[config.mk]
export PLATFORM = sky130hd
export DESIGN_NAME = processor
export DESIGN_NICKNAME = d
export VERILOG_FILES = /design/src/source/cpu_pkg.sv /design/src/source/fetch_sequencer.sv /design/src/source/instr_decoder.sv /design/src/source/regfile.sv /design/src/source/alu.sv /design/src/source/processor.sv
export SDC_FILE = /design/constraint.sdc
export NUM_CORES = 1
export LEC_CHECK = 0
export ABC_AREA = 1
export BUFFER_PORTS_ARGS = -buffer_cell sky130_fd_sc_hd__clkbuf_2
export CAP_MARGIN = 0
export CORE_MARGIN = 2
export CORE_UTILIZATION = 40
export DETAILED_ROUTE_END_ITERATION = 8
export GPL_ROUTABILITY_DRIVEN = 0
export PLACE_DENSITY_LB_ADDON = 0.25
export RECOVER_POWER = 25
export SYNTH_ARGS = -nofsm -noshare
export SYNTH_HDL_FRONTEND = slang
export SYNTH_SLANG_ARGS = --single-unit
[constraint.sdc]
create_clock -name clk -period 5.18 [get_ports clk]
set_input_delay 0.518 -clock clk [delete_from_list [all_inputs] [get_ports clk]]
set_output_delay 0.518 -clock clk [all_outputs]
set_load 0.005 [all_outputs]
[src/source/cpu_pkg.sv]
package cpu_pkg;

	// datapath widths
	localparam int WORD_W = 8;
	localparam int INSTR_W = 8;
	localparam int PC_W = 3;
	localparam int REG_IDX_W = 2;
	localparam int NUM_REGS = 4;

	// data word in registers, alu and result
	typedef logic [WORD_W-1:0] word_t;

	// raw instruction as read from the program store
	typedef logic [INSTR_W-1:0] instr_t;

	// instruction address, wraps 7 -> 0
	typedef logic [PC_W-1:0] pc_t;

	// register number
	typedef logic [REG_IDX_W-1:0] reg_idx_t;

	// opcode field, instruction bits 7:6
	typedef logic [1:0] opcode_t;

	localparam opcode_t OP_ALU = 2'b00;
	localparam opcode_t OP_LDI = 2'b01;
	localparam opcode_t OP_OUT = 2'b10;
	localparam opcode_t OP_BRZ = 2'b11;

	// alu function field, instruction bits 5:4
	typedef logic [1:0] alu_fn_t;

	localparam alu_fn_t FN_ADD = 2'b00;
	localparam alu_fn_t FN_SUB = 2'b01;
	localparam alu_fn_t FN_AND = 2'b10;
	localparam alu_fn_t FN_XOR = 2'b11;

	// decoded control for one instruction, 8 bits in total
	typedef struct packed {
		logic reg_write;
		logic result_load;
		logic sel_imm;
		logic pass_a;
		logic branch_zero;
		alu_fn_t alu_fn;
		logic spare;
	} ctrl_t;

endpackage

[src/source/fetch_sequencer.sv]
module fetch_sequencer #(
	parameter int unsigned STEP_DIV = 30
) (
	input logic clk,
	input logic arst_n,
	input logic branch_zero,
	input logic a_zero,
	input cpu_pkg::pc_t target,
	output logic step,
	output cpu_pkg::pc_t address
);

	// counter just wide enough for STEP_DIV-1
	localparam int CNT_W = (STEP_DIV > 2) ? $clog2(STEP_DIV) : 1;
	localparam logic [CNT_W-1:0] CNT_LOAD = CNT_W'(STEP_DIV - 1);

	logic [CNT_W-1:0] div_cnt;
	logic take_branch;
	cpu_pkg::pc_t pc_inc;
	cpu_pkg::pc_t pc_next;

	// step divider
	// counts down from STEP_DIV-1, step is high while it sits at zero
	// so the first step edge is clock STEP_DIV after reset release
	always_ff @(posedge clk or negedge arst_n) begin
		if (!arst_n) begin
			div_cnt <= CNT_LOAD;
		end else if (div_cnt == '0) begin
			// reload on the step edge
			div_cnt <= CNT_LOAD;
		end else begin
			div_cnt <= div_cnt - 1'b1;
		end
	end

	// one-clock pulse, decoded straight from the counter
	assign step = (div_cnt == '0);

	// next address
	// branch only when the decoder flags brz and reg a reads zero
	assign take_branch = branch_zero && a_zero;

	// natural 3-bit wrap, 7 -> 0
	assign pc_inc = address + 1'b1;

	assign pc_next = take_branch ? target : pc_inc;

	// program counter
	// moves only on step, holds in between
	always_ff @(posedge clk or negedge arst_n) begin
		if (!arst_n) begin
			address <= '0;
		end else if (step) begin
			address <= pc_next;
		end
	end

endmodule

[src/source/instr_decoder.sv]
module instr_decoder (
	input cpu_pkg::instr_t instruction,
	output cpu_pkg::ctrl_t ctrl,
	output cpu_pkg::word_t imm,
	output cpu_pkg::reg_idx_t ra,
	output cpu_pkg::reg_idx_t rb,
	output cpu_pkg::pc_t target
);

	// instruction fields
	cpu_pkg::opcode_t opcode;
	cpu_pkg::alu_fn_t fn_field;
	logic [3:0] imm_field;

	assign opcode = instruction[7:6];
	assign fn_field = instruction[5:4];
	assign imm_field = instruction[5:2];

	// register a in bits 1:0, register b in bits 3:2
	assign ra = instruction[1:0];
	assign rb = instruction[3:2];

	// branch target sits in bits 4:2
	assign target = instruction[4:2];

	// ldi immediate, zero extended to a full word
	assign imm = cpu_pkg::word_t'(imm_field);

	// control bits per opcode
	always_comb begin
		// everything off unless the opcode asks for it
		// spare bit stays low from here
		ctrl = '0;

		case (opcode)
			cpu_pkg::OP_ALU: begin
				// a <= a op b, also shown on result
				ctrl.reg_write = 1'b1;
				ctrl.result_load = 1'b1;
				ctrl.alu_fn = fn_field;
			end
			cpu_pkg::OP_LDI: begin
				// a <= imm, also shown on result
				ctrl.reg_write = 1'b1;
				ctrl.result_load = 1'b1;
				ctrl.sel_imm = 1'b1;
			end
			cpu_pkg::OP_OUT: begin
				// result <= a through the alu, no register write
				ctrl.result_load = 1'b1;
				ctrl.pass_a = 1'b1;
			end
			cpu_pkg::OP_BRZ: begin
				// only the sequencer reacts, result and regs hold
				ctrl.branch_zero = 1'b1;
			end
			default: begin
				ctrl = '0;
			end
		endcase
	end

endmodule

[src/source/regfile.sv]
module regfile (
	input logic clk,
	input logic arst_n,
	input cpu_pkg::reg_idx_t ra,
	input cpu_pkg::reg_idx_t rb,
	input logic write_en,
	input cpu_pkg::word_t write_data,
	output cpu_pkg::word_t data_a,
	output cpu_pkg::word_t data_b
);

	// four general registers
	cpu_pkg::word_t regs [cpu_pkg::NUM_REGS];

	// write port
	// addressed by ra, the destination is always register a
	// write_en already carries the step strobe
	always_ff @(posedge clk or negedge arst_n) begin
		if (!arst_n) begin
			// all registers start at zero
			for (int i = 0; i < cpu_pkg::NUM_REGS; i++) begin
				regs[i] <= '0;
			end
		end else if (write_en) begin
			regs[ra] <= write_data;
		end
	end

	// read ports
	// purely combinational, the new value shows after the write edge
	always_comb begin
		data_a = regs[ra];
	end

	always_comb begin
		data_b = regs[rb];
	end

endmodule

[src/source/alu.sv]
module alu (
	input cpu_pkg::word_t a,
	input cpu_pkg::word_t b,
	input cpu_pkg::alu_fn_t fn,
	input logic pass_a,
	output cpu_pkg::word_t y,
	output logic a_zero
);

	cpu_pkg::word_t op_out;

	// function select
	always_comb begin
		case (fn)
			// modulo 256, carry is dropped
			cpu_pkg::FN_ADD: op_out = a + b;
			// wraps below zero
			cpu_pkg::FN_SUB: op_out = a - b;
			cpu_pkg::FN_AND: op_out = a & b;
			cpu_pkg::FN_XOR: op_out = a ^ b;
			default: op_out = '0;
		endcase
	end

	// out instruction sends a straight through
	assign y = pass_a ? a : op_out;

	// zero test of register a for brz
	assign a_zero = (a == '0);

endmodule

[src/source/processor.sv]
module processor #(
	parameter int unsigned STEP_DIV = 30
) (
	input logic clk,
	input logic arst_n,
	input cpu_pkg::instr_t instruction,
	output cpu_pkg::pc_t address,
	output cpu_pkg::word_t result
);

	// decoder outputs
	cpu_pkg::ctrl_t ctrl;
	cpu_pkg::word_t imm;
	cpu_pkg::reg_idx_t ra;
	cpu_pkg::reg_idx_t rb;
	cpu_pkg::pc_t target;

	// register file reads
	cpu_pkg::word_t data_a;
	cpu_pkg::word_t data_b;

	// alu outputs
	cpu_pkg::word_t alu_out;
	logic a_zero;

	// step strobe from the divider
	logic step;

	// writeback path
	cpu_pkg::word_t write_data;
	logic reg_we;

	// address and step cadence
	fetch_sequencer #(
		.STEP_DIV(STEP_DIV)
	) i_fetch_sequencer (
		.clk(clk),
		.arst_n(arst_n),
		.branch_zero(ctrl.branch_zero),
		.a_zero(a_zero),
		.target(target),
		.step(step),
		.address(address)
	);

	// instruction decode, combinational
	instr_decoder i_instr_decoder (
		.instruction(instruction),
		.ctrl(ctrl),
		.imm(imm),
		.ra(ra),
		.rb(rb),
		.target(target)
	);

	// writes happen only on the step edge
	assign reg_we = step && ctrl.reg_write;

	regfile i_regfile (
		.clk(clk),
		.arst_n(arst_n),
		.ra(ra),
		.rb(rb),
		.write_en(reg_we),
		.write_data(write_data),
		.data_a(data_a),
		.data_b(data_b)
	);

	alu i_alu (
		.a(data_a),
		.b(data_b),
		.fn(ctrl.alu_fn),
		.pass_a(ctrl.pass_a),
		.y(alu_out),
		.a_zero(a_zero)
	);

	// ldi takes the immediate, alu and out take the alu output
	assign write_data = ctrl.sel_imm ? imm : alu_out;

	// result register
	// loads with the regfile on the same step edge
	// brz leaves it alone
	always_ff @(posedge clk or negedge arst_n) begin
		if (!arst_n) begin
			result <= '0;
		end else if (step && ctrl.result_load) begin
			result <= write_data;
		end
	end

endmodule

==> run_summary.xml, run 1 <==
<?xml version="1.0" encoding="UTF-8"?>
<metrics>
  <group name="final_layout">
    <metric name="layout-drive-gt1-share" unit="%">13.45</metric>
    <metric name="fin_area" unit="um^2">3747</metric>
    <metric name="antennaDiodeCount" unit="">0</metric>
    <metric name="final_util" unit="%">45.38</metric>
    <metric name="final_cells" unit="">618</metric>
    <metric name="areaGrowthSynthToFinish" unit="%">9.068</metric>
    <metric name="fin_nets" unit="">541</metric>
  </group>
  <group name="timing">
    <metric name="headroom_to_the_max_slew_limit" unit="%">-70.18</metric>
    <metric name="rsz0062_at_grt" unit="">false</metric>
    <metric name="fin_setup_tns" unit="ps">0</metric>
    <metric name="finalHoldViolations" unit="">0</metric>
    <metric name="worst_hold_slack_after_final_layout" unit="ps">477.4</metric>
    <metric name="transition_at_the_pin_with_the_smallest_max_transition_slack" unit="ps">2553</metric>
    <metric name="drv_slew" unit="">49</metric>
    <metric name="fmax" unit="MHz">301.7</metric>
    <metric name="clock_skew" unit="ps">12.44</metric>
    <metric name="final_critical_path_setup_slack" unit="ps">1866</metric>
    <metric name="period_needed" unit="ps">3314</metric>
    <metric name="setup_failing_eps_final" unit="">0</metric>
    <metric name="fin_crit_sh" unit="%">63.98</metric>
  </group>
  <group name="grt">
    <metric name="grt_most_used_layer" unit="">met2</metric>
    <metric name="grt-ovfl-total" unit="">0</metric>
    <metric name="grt_first_pass_wirelength" unit="um">15190</metric>
    <metric name="grt_start_max_net_pins" unit="">49</metric>
    <metric name="grt_pass1_vias" unit="">3046</metric>
    <metric name="global_route.usage.total" unit="%">19.66</metric>
    <metric name="use_met2" unit="%">31.04</metric>
    <metric name="antenna_found_initial" unit="">0</metric>
    <metric name="grtUsageMet3" unit="%">2.818</metric>
    <metric name="met1_usage" unit="%">27.58</metric>
  </group>
  <group name="synthesis">
    <metric name="postSynth.asyncResetShare" unit="%">100.0</metric>
    <metric name="count_of_cell_types_in_the_netlist" unit="">41</metric>
    <metric name="flop_and_latch_count_out_of_synthesis" unit="">48</metric>
    <metric name="netlist_area" unit="um^2">3436</metric>
    <metric name="syn_inst" unit="">490</metric>
    <metric name="yosys_warnings" unit="">0</metric>
    <metric name="synth_nets" unit="">519</metric>
    <metric name="synth_seq_area_share" unit="%">35.11</metric>
    <metric name="syn_area_per_cell" unit="um^2">7.012</metric>
    <metric name="synth_enable_flop_cells" unit="">0</metric>
    <metric name="postSynth.topFlopCell" unit="">sky130_fd_sc_hd__dfrtp_1</metric>
  </group>
  <group name="setup_path">
    <metric name="critical_path_arrival" unit="ps">3520</metric>
    <metric name="timing.critical_path.cells" unit="">clkbuf_2 &gt; clkinv_1 &gt; nand3_1 &gt; nand2_1 &gt; ha_1 &gt; o21ai_0 &gt; fa_1 &gt; nand3_1 &gt; nand3_1 &gt; nand2_1 &gt; nand2_1 &gt; a21oi_1 &gt; nor2_1 &gt; o21ai_0 &gt; nand2_1 &gt; nand2_1 &gt; nand2_1</metric>
    <metric name="timing.setup.critical_path_class" unit="">input port to register</metric>
    <metric name="timing.critical_path.mode_cell" unit="">sky130_fd_sc_hd__nand2_1</metric>
    <metric name="setup.worst_path.start" unit="">instruction[3]</metric>
    <metric name="cpPeakStageDelay" unit="ps">480</metric>
    <metric name="worst_r2r_endpoint" unit="">result[6]</metric>
    <metric name="data_required_time_of_the_critical_path" unit="ps">5380</metric>
    <metric name="critical_path.reg2reg.startpoint" unit="">i_regfile.regs[17]</metric>
    <metric name="critical_path_peak_fanout" unit="">11</metric>
    <metric name="worst-r2r-setup-slack" unit="ps">2210</metric>
    <metric name="cp.buffers_inverters" unit="">2</metric>
    <metric name="slowest_cell_on_crit_path" unit="">sky130_fd_sc_hd__o21ai_0</metric>
    <metric name="critPathLaunchType" unit="">input port</metric>
    <metric name="reg2reg_depth" unit="">16</metric>
    <metric name="critical_path.top_delay_family" unit="">simple AND/OR/NAND/NOR gates</metric>
    <metric name="critPathCaptureType" unit="">register</metric>
  </group>
  <group name="floorplan">
    <metric name="initial_utilization" unit="%">41.61</metric>
    <metric name="floorplan.rows" unit="">33</metric>
    <metric name="core_area" unit="um^2">8258</metric>
    <metric name="vertical_die_dimension" unit="um">96.68</metric>
    <metric name="die-area" unit="um^2">9347</metric>
    <metric name="die_span_x" unit="um">96.68</metric>
    <metric name="io_pins" unit="">21</metric>
  </group>
  <group name="power">
    <metric name="power_density" unit="nW/um^2">304.0</metric>
    <metric name="power.ir.vdd_worst" unit="mV">0.2749</metric>
    <metric name="leakage" unit="nW">2.011</metric>
    <metric name="design_power_total" unit="mW">1.139</metric>
  </group>
  <group name="route">
    <metric name="remaining_drc_errors" unit="">0</metric>
    <metric name="firstDrtPassIters" unit="">4</metric>
    <metric name="routed-via-count" unit="">3166</metric>
    <metric name="detail_route.iter0.violations" unit="">228</metric>
    <metric name="remaining_antenna_violation_count_after_routing" unit="">0</metric>
    <metric name="route.final.wire_length" unit="um">8856</metric>
    <metric name="drt-wirelength-per-cell" unit="um">14.33</metric>
    <metric name="vias_per_cell" unit="">5.123</metric>
  </group>
  <group name="clocking">
    <metric name="cts_tree" unit="">done</metric>
    <metric name="hold_buf_count_cts" unit="">0</metric>
    <metric name="clock_path_buffers" unit="">2</metric>
    <metric name="clkLatencyLatePin" unit="ps">300</metric>
    <metric name="cts_root_buffer" unit="">sky130_fd_sc_hd__clkbuf_8</metric>
    <metric name="cts_made_buffers" unit="">5</metric>
    <metric name="tritoncts_num_sinks" unit="">48</metric>
    <metric name="htree_levels" unit="">2</metric>
    <metric name="post-cts-setup-buffer-count" unit="">0</metric>
    <metric name="clk_pin_slew" unit="ps">90</metric>
    <metric name="cts_resized" unit="">0</metric>
  </group>
  <group name="placed_design">
    <metric name="placedCellCount" unit="">610</metric>
    <metric name="preCtsSetupSlack" unit="ps">1562</metric>
    <metric name="buffer_ports.inserted" unit="">20</metric>
    <metric name="dpl.hpwl" unit="um">6957</metric>
    <metric name="post_place_instance_area" unit="um^2">3630</metric>
  </group>
  <group name="status">
    <metric name="outcome" unit="">complete, but fails checks</metric>
    <metric name="violations" unit="">max-capacitance violations, max-slew violations</metric>
  </group>
  <group name="worst_hold_path">
    <metric name="min-delay-start" unit="">i_fetch_sequencer.div_cnt[0]</metric>
    <metric name="hold-path-cell-count" unit="">1</metric>
    <metric name="hold_wc_path_type" unit="">register to register</metric>
    <metric name="worst_hold_path.endpoint" unit="">i_fetch_sequencer.div_cnt[0]</metric>
  </group>
  <group name="job">
    <metric name="max_cap_violations" unit="">1</metric>
  </group>
</metrics>
-- cells in the mapped netlist (2+ instances only) --
master | count | area [um^2]
sky130_fd_sc_hd__nor3_2 | 2 | 20.02
sky130_fd_sc_hd__nand3_1 | 36 | 180.2
sky130_fd_sc_hd__o21ai_1 | 8 | 40.04
sky130_fd_sc_hd__inv_1 | 56 | 210.2
sky130_fd_sc_hd__nor2_1 | 22 | 82.58
sky130_fd_sc_hd__a31oi_1 | 5 | 31.28
sky130_fd_sc_hd__inv_2 | 7 | 26.28
sky130_fd_sc_hd__o22ai_1 | 2 | 12.51
sky130_fd_sc_hd__nand2_2 | 8 | 50.05
sky130_fd_sc_hd__o21ai_0 | 25 | 125.1
sky130_fd_sc_hd__xnor2_1 | 3 | 26.28
sky130_fd_sc_hd__dfstp_2 | 4 | 105.1
sky130_fd_sc_hd__ha_1 | 18 | 225.2
sky130_fd_sc_hd__a21oi_1 | 10 | 50.05
sky130_fd_sc_hd__buf_2 | 3 | 15.01
sky130_fd_sc_hd__nand2_1 | 188 | 705.7
sky130_fd_sc_hd__o221ai_2 | 2 | 30.03
sky130_fd_sc_hd__buf_6 | 3 | 33.78
sky130_fd_sc_hd__xor2_1 | 6 | 52.55
sky130_fd_sc_hd__a22oi_1 | 4 | 30.03
sky130_fd_sc_hd__nand4_1 | 5 | 31.28
sky130_fd_sc_hd__o221a_2 | 2 | 22.52
sky130_fd_sc_hd__dfrtp_1 | 44 | 1101
sky130_fd_sc_hd__nor2_2 | 5 | 31.28
sky130_fd_sc_hd__nor2_4 | 4 | 45.04
sky130_fd_sc_hd__o221ai_1 | 3 | 26.28
-- layout make-up --
cell class,count,area (um^2)
fill,861,4511
inverter,65,246.5
sequential,48,1206
clock buffer,6,82.58
clock inverter,2,38.79
timing repair buffer,23,118.9
tap,105,131.4
multi-input combinational,369,1923
-- where the power goes --
| part | internal, mW | leakage (nW) | switching, mW |
|---|---|---|---|
| sequential | 0.419 | 0.584 | 0.0331 |
| clock | 0.158 | 0.0614 | 0.125 |
| combinational | 0.144 | 1.37 | 0.259 |
-- cells in the final DEF, fill, tap and decap left out, types with 3 or more instances in the layout --
cell type and n:
sky130_fd_sc_hd__ha_1 18, sky130_fd_sc_hd__nand2_2 8, sky130_fd_sc_hd__inv_2 7, sky130_fd_sc_hd__nand4_1 5
sky130_fd_sc_hd__xnor2_1 3, sky130_fd_sc_hd__a31oi_1 5, sky130_fd_sc_hd__nand3_1 36, sky130_fd_sc_hd__clkbuf_8 6
sky130_fd_sc_hd__xor2_1 6, sky130_fd_sc_hd__dfstp_2 4, sky130_fd_sc_hd__a21oi_1 10, sky130_fd_sc_hd__nand2_1 188
sky130_fd_sc_hd__o221ai_1 3, sky130_fd_sc_hd__clkbuf_2 20, sky130_fd_sc_hd__nor2_1 22, sky130_fd_sc_hd__inv_1 56
sky130_fd_sc_hd__a22oi_1 4, sky130_fd_sc_hd__o21ai_1 8, sky130_fd_sc_hd__nor2_4 4, sky130_fd_sc_hd__nor2_2 5
sky130_fd_sc_hd__o21ai_0 25, sky130_fd_sc_hd__dfrtp_1 44
-- per-layer routing --
layer,vias to the layer above,wire [um],share of wire (%)
li1,1615,-,-
met1,1467,4374,49
met2,74,3989,45
met3,10,372,4.2
met4,0,119,1.3
met5,-,0,0
-- how the worst max path moves through the flow --
stage               slack, ps        end  depth (start not counted)
floorplan                2330  result[6]                         18
global placement         1580  result[6]                         17
detailed placement       1560  result[6]                         17
CTS                      1890  result[6]                         17
global route             1530  result[6]                         17
finish                   1870  result[6]                         17
-- registers in the layout, summed over array words and instances, names as in the netlist --
register and flops:
i_regfile.regs 32, i_fetch_sequencer.div_cnt 5, i_fetch_sequencer.address 3, result 8
-- worst reg2reg max path: cells and delay by family, from the launching register on --
family / cells / cell delay (ps)
AO/OA/AOI/OAI: 3 / 800
adder cells (fa/ha/maj): 2 / 760
flip-flops: 1 / 430
AND/OR/NAND/NOR: 11 / 890
-- logic make-up after synthesis --
logic type | count (synthesis) | synth area share, %
AOI/OAI and AO/OA | 65 | 11.65
xor gates and xnor gates | 9 | 2.294
adders and majority gates | 19 | 7.138
buffers and inverters | 73 | 8.922
DFF | 48 | 35.11
and+or+nand+nor | 276 | 34.89
Power figures use the tool's default switching activity.
==> run 2, diff against run 1 <==
==> constraint.sdc (replaced) <==
create_clock -name clk -period 3.2 [get_ports clk]
set_input_delay 0.32 -clock clk [delete_from_list [all_inputs] [get_ports clk]]
set_output_delay 0.32 -clock clk [all_outputs]
set_load 0.005 [all_outputs]
==> run_summary.xml, run 2 (synthesis gave the netlist of run 1 again) <==
<?xml version="1.0" encoding="UTF-8"?>
<metrics>
  <group name="status">
    <metric name="outcome" unit="">complete, no violations</metric>
  </group>
  <group name="timing">
    <metric name="fin_setup_tns" unit="ps">0</metric>
    <metric name="clock_skew" unit="ps">2.566</metric>
    <metric name="fmax" unit="MHz">349.4</metric>
    <metric name="fin_crit_sh" unit="%">89.43</metric>
    <metric name="drv_slew" unit="">0</metric>
    <metric name="transition_at_the_pin_with_the_smallest_max_transition_slack" unit="ps">1485</metric>
    <metric name="finalHoldViolations" unit="">0</metric>
    <metric name="period_needed" unit="ps">2862</metric>
    <metric name="rsz0062_at_grt" unit="">false</metric>
    <metric name="headroom_to_the_max_slew_limit" unit="%">1.026</metric>
    <metric name="setup_failing_eps_final" unit="">0</metric>
  </group>
  <group name="final_layout">
    <metric name="final.fill_count" unit="">869</metric>
    <metric name="final_common_cell" unit="">sky130_fd_sc_hd__nand2_1</metric>
    <metric name="final_cells" unit="">630</metric>
    <metric name="areaGrowthSynthToFinish" unit="%">10.56</metric>
    <metric name="antennaDiodeCount" unit="">0</metric>
    <metric name="largest_registers" unit="">i_regfile.regs: 32 flops, result: 8 flops, i_fetch_sequencer.div_cnt: 5 flops</metric>
    <metric name="largest_register_ffs" unit="">32</metric>
    <metric name="fin_nets" unit="">553</metric>
    <metric name="mostFrequentLayoutCells" unit="">188 x sky130_fd_sc_hd__nand2_1, 56 x sky130_fd_sc_hd__inv_1, 44 x sky130_fd_sc_hd__dfrtp_1</metric>
    <metric name="layout-drive-gt1-share" unit="%">14.86</metric>
    <metric name="registers.top_by_ff_count" unit="">i_regfile.regs</metric>
  </group>
  <group name="clocking">
    <metric name="cts_resized" unit="">0</metric>
    <metric name="hold_buf_count_cts" unit="">0</metric>
    <metric name="tritoncts_num_sinks" unit="">48</metric>
    <metric name="cts_root_buffer" unit="">sky130_fd_sc_hd__clkbuf_8</metric>
    <metric name="clock_path_buffers" unit="">2</metric>
    <metric name="cts_tree" unit="">done</metric>
    <metric name="post-cts-setup-buffer-count" unit="">0</metric>
    <metric name="htree_levels" unit="">2</metric>
    <metric name="cts_made_buffers" unit="">5</metric>
    <metric name="clkLatencyLatePin" unit="ps">290</metric>
    <metric name="clk_pin_slew" unit="ps">80</metric>
  </group>
  <group name="floorplan">
    <metric name="die-area" unit="um^2">9347</metric>
    <metric name="initial_utilization" unit="%">41.61</metric>
    <metric name="die_span_x" unit="um">96.68</metric>
    <metric name="vertical_die_dimension" unit="um">96.68</metric>
    <metric name="io_pins" unit="">21</metric>
    <metric name="core_area" unit="um^2">8258</metric>
    <metric name="floorplan.rows" unit="">33</metric>
  </group>
  <group name="setup_path">
    <metric name="critical_path.reg2reg.startpoint" unit="">i_regfile.regs[17]</metric>
    <metric name="timing.critical_path.cells" unit="">nand2_1 &gt; nand3_1 &gt; nand2_1 &gt; ha_1 &gt; o21ai_0 &gt; ha_1 &gt; nand3_1 &gt; nand2_1 &gt; nand2_1 &gt; nand2_1 &gt; a21oi_1 &gt; xor2_1 &gt; nand2_1 &gt; nand2_1 &gt; nand2_1 &gt; nand3_1 &gt; o21ai_0</metric>
    <metric name="critical_path.top_delay_family" unit="">simple AND/OR/NAND/NOR gates</metric>
    <metric name="data_required_time_of_the_critical_path" unit="ps">3350</metric>
    <metric name="critical_path_peak_fanout" unit="">5</metric>
    <metric name="cp.buffers_inverters" unit="">0</metric>
    <metric name="setup.worst_path.start" unit="">i_regfile.regs[17]</metric>
    <metric name="critPathCaptureType" unit="">register</metric>
    <metric name="critPathLaunchType" unit="">register</metric>
    <metric name="slowest_cell_on_crit_path" unit="">sky130_fd_sc_hd__dfrtp_1</metric>
    <metric name="timing.critical_path.mode_cell" unit="">sky130_fd_sc_hd__nand2_1</metric>
    <metric name="cpPeakStageDelay" unit="ps">410</metric>
    <metric name="critical_path_arrival" unit="ps">3010</metric>
    <metric name="timing.setup.critical_path_class" unit="">register to register</metric>
  </group>
  <group name="route">
    <metric name="routed-via-count" unit="">3244</metric>
    <metric name="drt-wirelength-per-cell" unit="um">14.28</metric>
    <metric name="remaining_antenna_violation_count_after_routing" unit="">0</metric>
    <metric name="firstDrtPassIters" unit="">4</metric>
    <metric name="route.final.wire_length" unit="um">8997</metric>
    <metric name="vias_per_cell" unit="">5.149</metric>
    <metric name="detail_route.iter0.violations" unit="">275</metric>
    <metric name="remaining_drc_errors" unit="">0</metric>
  </group>
  <group name="power">
    <metric name="power_density" unit="nW/um^2">464.0</metric>
    <metric name="design_power_total" unit="mW">1.763</metric>
    <metric name="power.ir.vdd_worst" unit="mV">0.3198</metric>
    <metric name="leakage" unit="nW">2.047</metric>
  </group>
  <group name="grt">
    <metric name="grt_start_max_net_pins" unit="">29</metric>
    <metric name="grt_pass1_vias" unit="">3169</metric>
    <metric name="grt_first_pass_wirelength" unit="um">15560</metric>
    <metric name="antenna_found_initial" unit="">0</metric>
    <metric name="global_route.usage.total" unit="%">19.98</metric>
    <metric name="grt-ovfl-total" unit="">0</metric>
  </group>
  <group name="placed_design">
    <metric name="placedCellCount" unit="">622</metric>
    <metric name="dpl.hpwl" unit="um">7268</metric>
    <metric name="buffer_ports.inserted" unit="">20</metric>
  </group>
  <group name="job">
    <metric name="max_cap_violations" unit="">0</metric>
  </group>
  <group name="worst_hold_path">
    <metric name="hold_wc_path_type" unit="">input port to async pin</metric>
  </group>
</metrics>
run 2: final cells by class:
| class | count | area, um^2 | share of cell area (%) |
|---|---|---|---|
| multi-input cells | 369 | 1923 | 50.63 |
| flip-flops and latches | 48 | 1206 | 31.75 |
| inverters | 65 | 246.5 | 6.489 |
| repair buffers | 35 | 211.5 | 5.567 |
| well taps | 105 | 131.4 | 3.459 |
| clock buffers | 8 | 80.08 | 2.108 |
run 2: worst register-to-register path, cell delays in order (launching register included):
cell and delay [ps]:
sky130_fd_sc_hd__dfrtp_1 410, sky130_fd_sc_hd__nand2_1 80, sky130_fd_sc_hd__nand3_1 90, sky130_fd_sc_hd__nand2_1 110, sky130_fd_sc_hd__ha_1 300, sky130_fd_sc_hd__o21ai_0 330
sky130_fd_sc_hd__ha_1 300, sky130_fd_sc_hd__nand3_1 80, sky130_fd_sc_hd__nand2_1 110, sky130_fd_sc_hd__nand2_1 80, sky130_fd_sc_hd__nand2_1 50, sky130_fd_sc_hd__a21oi_1 170
sky130_fd_sc_hd__xor2_1 180, sky130_fd_sc_hd__nand2_1 70, sky130_fd_sc_hd__nand2_1 60, sky130_fd_sc_hd__nand2_1 130, sky130_fd_sc_hd__nand3_1 110, sky130_fd_sc_hd__o21ai_0 80
run 2: per-stage QoR:
step / area (um^2) / hold WS, ps / setup WS, ps / utilization [%]
after global routing: 3799 / 498.8 / 37.50 / 46.00
after floorplan: 3436 / 24.41 / 546.8 / -
final: 3799 / 375.2 / 338.3 / 46.00
after global placement: 3720 / 392.7 / 161.6 / 45.05
after detailed placement: 3720 / 401.2 / 102.8 / 45.05
after CTS: 3800 / 83.12 / 326.4 / 46.02
run 2: metal layers:
layer	GRT usage [%]	routed length, um
met5	0	0
met4	5.309	128
met3	2.240	343
met2	32.53	4166
met1	28.36	4359
run 2: path summary, 6_finish.rpt:
kind / end / slack, ps / depth (start not counted)
max: i_regfile.regs[13] / 340 / 17
min: i_regfile.regs[17] / 380 / 1
max reg2reg: i_regfile.regs[13] / 340 / 17
min reg2reg: i_fetch_sequencer.div_cnt[0] / 480 / 1
max in group asynchronous: i_fetch_sequencer.div_cnt[4] / 1760 / 2
min in group clk: i_fetch_sequencer.div_cnt[0] / 480 / 1
run 2: power by group:
part           internal [mW]  switching, mW  leakage [nW]
Combinational          0.266          0.428          1.42
Clock                  0.156          0.183        0.0395
Sequential             0.679         0.0516         0.584
==> run 3, diff against run 2 <==
--- a/config.mk
+++ b/config.mk
@@ -16,4 +16,5 @@
 export RECOVER_POWER = 25
 export SYNTH_ARGS = -nofsm -noshare
 export SYNTH_HDL_FRONTEND = slang
+export SYNTH_HIERARCHICAL = 1
 export SYNTH_SLANG_ARGS = --single-unit
==> run_summary.xml, run 3 <==
<?xml version="1.0" encoding="UTF-8"?>
<metrics>
  <group name="status">
    <metric name="outcome" unit="">complete, but fails checks</metric>
    <metric name="violations" unit="">max-capacitance violations, max-slew violations</metric>
  </group>
  <group name="floorplan">
    <metric name="io_pins" unit="">21</metric>
    <metric name="initial_utilization" unit="%">41.10</metric>
    <metric name="die-area" unit="um^2">10290</metric>
    <metric name="floorplan.rows" unit="">35</metric>
    <metric name="vertical_die_dimension" unit="um">101.4</metric>
    <metric name="die_span_x" unit="um">101.4</metric>
    <metric name="core_area" unit="um^2">9240</metric>
  </group>
  <group name="clocking">
    <metric name="hold_buf_count_cts" unit="">0</metric>
    <metric name="cts_made_buffers" unit="">5</metric>
    <metric name="cts_tree" unit="">done</metric>
    <metric name="clk_pin_slew" unit="ps">90</metric>
    <metric name="htree_levels" unit="">2</metric>
    <metric name="clock_path_buffers" unit="">2</metric>
    <metric name="tritoncts_num_sinks" unit="">48</metric>
    <metric name="clkLatencyLatePin" unit="ps">300</metric>
    <metric name="cts_root_buffer" unit="">sky130_fd_sc_hd__clkbuf_8</metric>
  </group>
  <group name="timing">
    <metric name="clock_skew" unit="ps">9.031</metric>
    <metric name="headroom_to_the_max_slew_limit" unit="%">-22.94</metric>
    <metric name="fin_crit_sh" unit="%">91.54</metric>
    <metric name="fmax" unit="MHz">341.4</metric>
    <metric name="drv_slew" unit="">35</metric>
    <metric name="worst_hold_slack_after_final_layout" unit="ps">358.2</metric>
    <metric name="period_needed" unit="ps">2929</metric>
    <metric name="finalHoldViolations" unit="">0</metric>
    <metric name="transition_at_the_pin_with_the_smallest_max_transition_slack" unit="ps">1844</metric>
    <metric name="setup_failing_eps_final" unit="">0</metric>
  </group>
  <group name="setup_path">
    <metric name="critical_path.reg2reg.startpoint" unit="">i_regfile/regs[17]</metric>
    <metric name="critPathLaunchType" unit="">register</metric>
    <metric name="reg2reg_depth" unit="">25</metric>
    <metric name="worst_r2r_endpoint" unit="">i_regfile/regs[7]</metric>
    <metric name="critical_path_peak_fanout" unit="">5</metric>
    <metric name="critPathCapture" unit="">i_regfile/regs[7]</metric>
    <metric name="critical_path_arrival" unit="ps">3150</metric>
    <metric name="data_required_time_of_the_critical_path" unit="ps">3420</metric>
    <metric name="critPathCaptureType" unit="">register</metric>
    <metric name="setup.worst_path.start" unit="">i_regfile/regs[17]</metric>
    <metric name="worst-r2r-setup-slack" unit="ps">270</metric>
    <metric name="timing.setup.critical_path_class" unit="">register to register</metric>
  </group>
  <group name="grt">
    <metric name="grt_start_max_net_pins" unit="">35</metric>
    <metric name="grt_most_used_layer" unit="">met2</metric>
    <metric name="met1_usage" unit="%">28.85</metric>
    <metric name="global_route.usage.total" unit="%">20.91</metric>
    <metric name="grt-ovfl-total" unit="">0</metric>
    <metric name="grt_first_pass_wirelength" unit="um">16800</metric>
    <metric name="use_met2" unit="%">34.23</metric>
    <metric name="grt_pass1_vias" unit="">3354</metric>
    <metric name="antenna_found_initial" unit="">0</metric>
    <metric name="grtUsageMet3" unit="%">2.139</metric>
  </group>
  <group name="route">
    <metric name="firstDrtPassIters" unit="">5</metric>
    <metric name="detail_route.iter0.violations" unit="">245</metric>
    <metric name="remaining_antenna_violation_count_after_routing" unit="">0</metric>
    <metric name="remaining_drc_errors" unit="">0</metric>
    <metric name="routed-via-count" unit="">3628</metric>
    <metric name="vias_per_cell" unit="">4.909</metric>
    <metric name="drt-wirelength-per-cell" unit="um">13.60</metric>
    <metric name="route.final.wire_length" unit="um">10050</metric>
  </group>
  <group name="worst_hold_path">
    <metric name="hold_wc_path_type" unit="">input port to register</metric>
  </group>
  <group name="final_layout">
    <metric name="antennaDiodeCount" unit="">0</metric>
    <metric name="registers.top_by_ff_count" unit="">i_regfile/regs</metric>
    <metric name="largest_register_ffs" unit="">32</metric>
    <metric name="final_util" unit="%">45.09</metric>
    <metric name="fin_area" unit="um^2">4167</metric>
    <metric name="layout-drive-gt1-share" unit="%">14.10</metric>
    <metric name="final_common_cell" unit="">sky130_fd_sc_hd__nand2_1</metric>
    <metric name="largest_registers" unit="">i_regfile/regs: 32 flops, result: 8 flops, i_fetch_sequencer/div_cnt: 5 flops</metric>
    <metric name="mostFrequentLayoutCells" unit="">262 x sky130_fd_sc_hd__nand2_1, 73 x sky130_fd_sc_hd__inv_1, 55 x sky130_fd_sc_hd__nand3_1</metric>
    <metric name="fin_nets" unit="">638</metric>
    <metric name="areaGrowthSynthToFinish" unit="%">9.720</metric>
  </group>
  <group name="placed_design">
    <metric name="buffer_ports.inserted" unit="">20</metric>
    <metric name="dpl.hpwl" unit="um">7796</metric>
    <metric name="post_place_instance_area" unit="um^2">3999</metric>
  </group>
  <group name="power">
    <metric name="comb_power_share" unit="%">35.7</metric>
    <metric name="seq_power_share" unit="%">39.6</metric>
    <metric name="power_density" unit="nW/um^2">425.4</metric>
    <metric name="switching_power" unit="uW">656.0</metric>
    <metric name="leakage" unit="nW">2.451</metric>
    <metric name="internal_power_consumption" unit="mW">1.117</metric>
    <metric name="p_clk_share" unit="%">24.6</metric>
    <metric name="power.ir.vdd_worst" unit="mV">0.2949</metric>
    <metric name="switching_share" unit="%">37.01</metric>
  </group>
  <group name="job">
    <metric name="max_cap_violations" unit="">1</metric>
  </group>
  <group name="synthesis">
    <metric name="yosys_warnings" unit="">6</metric>
    <metric name="syn_area_per_cell" unit="um^2">6.404</metric>
    <metric name="netlist_area" unit="um^2">3797</metric>
    <metric name="syn_inst" unit="">593</metric>
  </group>
</metrics>
==> run 3: final cells by class <==
type                       count  area [um^2]
clock inverter                 2        35.03
clock buffer                   6        72.57
sequential                    48         1206
inverter                      85        330.3
timing repair buffer          35        224.0
tap                          129        161.4
fill                         980         5074
multi-input combinational    434         2137
==> run 3: how the worst min path moves through the flow <==
| stage | end | slack, ps | start | cells after the start |
|---|---|---|---|---|
| final | i_fetch_sequencer/address[2] | 360 | instruction[4] | 5 |
| after global routing | i_fetch_sequencer/address[2] | 390 | instruction[4] | 5 |
| after CTS | result[7] | 140 | arst_n | 1 |
| after detailed placement | i_fetch_sequencer/div_cnt[0] | 440 | i_fetch_sequencer/div_cnt[0] | 1 |
| after global placement | i_fetch_sequencer/div_cnt[0] | 440 | i_fetch_sequencer/div_cnt[0] | 1 |
| after floorplan | i_fetch_sequencer/address[0] | 20 | arst_n | 0 |
==> run 3: repair_timing <==
item / CTS / global route
setup endpoints to repair: 0 / 12
gates resized for setup: 0 / 17
buffers inserted: 0 / 1
==> run 3: per-layer routing <==
layer	share of wire [%]	wire [um]
met1	47	4678
met2	47	4733
met3	3.4	343
met4	2.9	293
met5	0	0
==> run 3: per-stage QoR <==
step	total power [mW]	setup slack, ps	instances	setup TNS [ps]
final	1.773	270.6	739	0
after detailed placement	1.316	26.54	730	0
after global routing	1.903	-5.036	739	-5.036
after floorplan	1.131	81.79	596	0
after global placement	1.309	131.0	730	0
after CTS	1.759	159.1	738	0
==> run 3: power by group through the flow <==
stage / Sequential, mW / Clock (mW) / Combinational, mW
final: 0.703 / 0.436 / 0.634
after global routing: 0.710 / 0.477 / 0.716
after CTS: 0.703 / 0.450 / 0.606
after detailed placement: 0.714 / 0 / 0.602
after global placement: 0.712 / 0 / 0.597
after floorplan: 0.701 / 0 / 0.431
==> run 3: critical path: stages (launching register included) <==
cell and delay, ps:
sky130_fd_sc_hd__dfrtp_1 440, sky130_fd_sc_hd__inv_1 80, sky130_fd_sc_hd__nand2_1 50, sky130_fd_sc_hd__nand3_1 90
sky130_fd_sc_hd__nand2_2 80, sky130_fd_sc_hd__inv_2 60, sky130_fd_sc_hd__ha_1 120, sky130_fd_sc_hd__inv_1 50
sky130_fd_sc_hd__nor3_2 90, sky130_fd_sc_hd__inv_1 70, sky130_fd_sc_hd__o31ai_2 240, sky130_fd_sc_hd__xnor2_1 140
sky130_fd_sc_hd__inv_1 80, sky130_fd_sc_hd__ha_4 290, sky130_fd_sc_hd__nand2_2 60, sky130_fd_sc_hd__inv_1 50
sky130_fd_sc_hd__nand2_1 70, sky130_fd_sc_hd__nand2_1 60, sky130_fd_sc_hd__a21oi_1 40, sky130_fd_sc_hd__nand3_1 110
sky130_fd_sc_hd__nand3_2 80, sky130_fd_sc_hd__a21oi_2 150, sky130_fd_sc_hd__nand2_2 80, sky130_fd_sc_hd__nand2_4 110
sky130_fd_sc_hd__inv_1 50, sky130_fd_sc_hd__o21ai_1 100
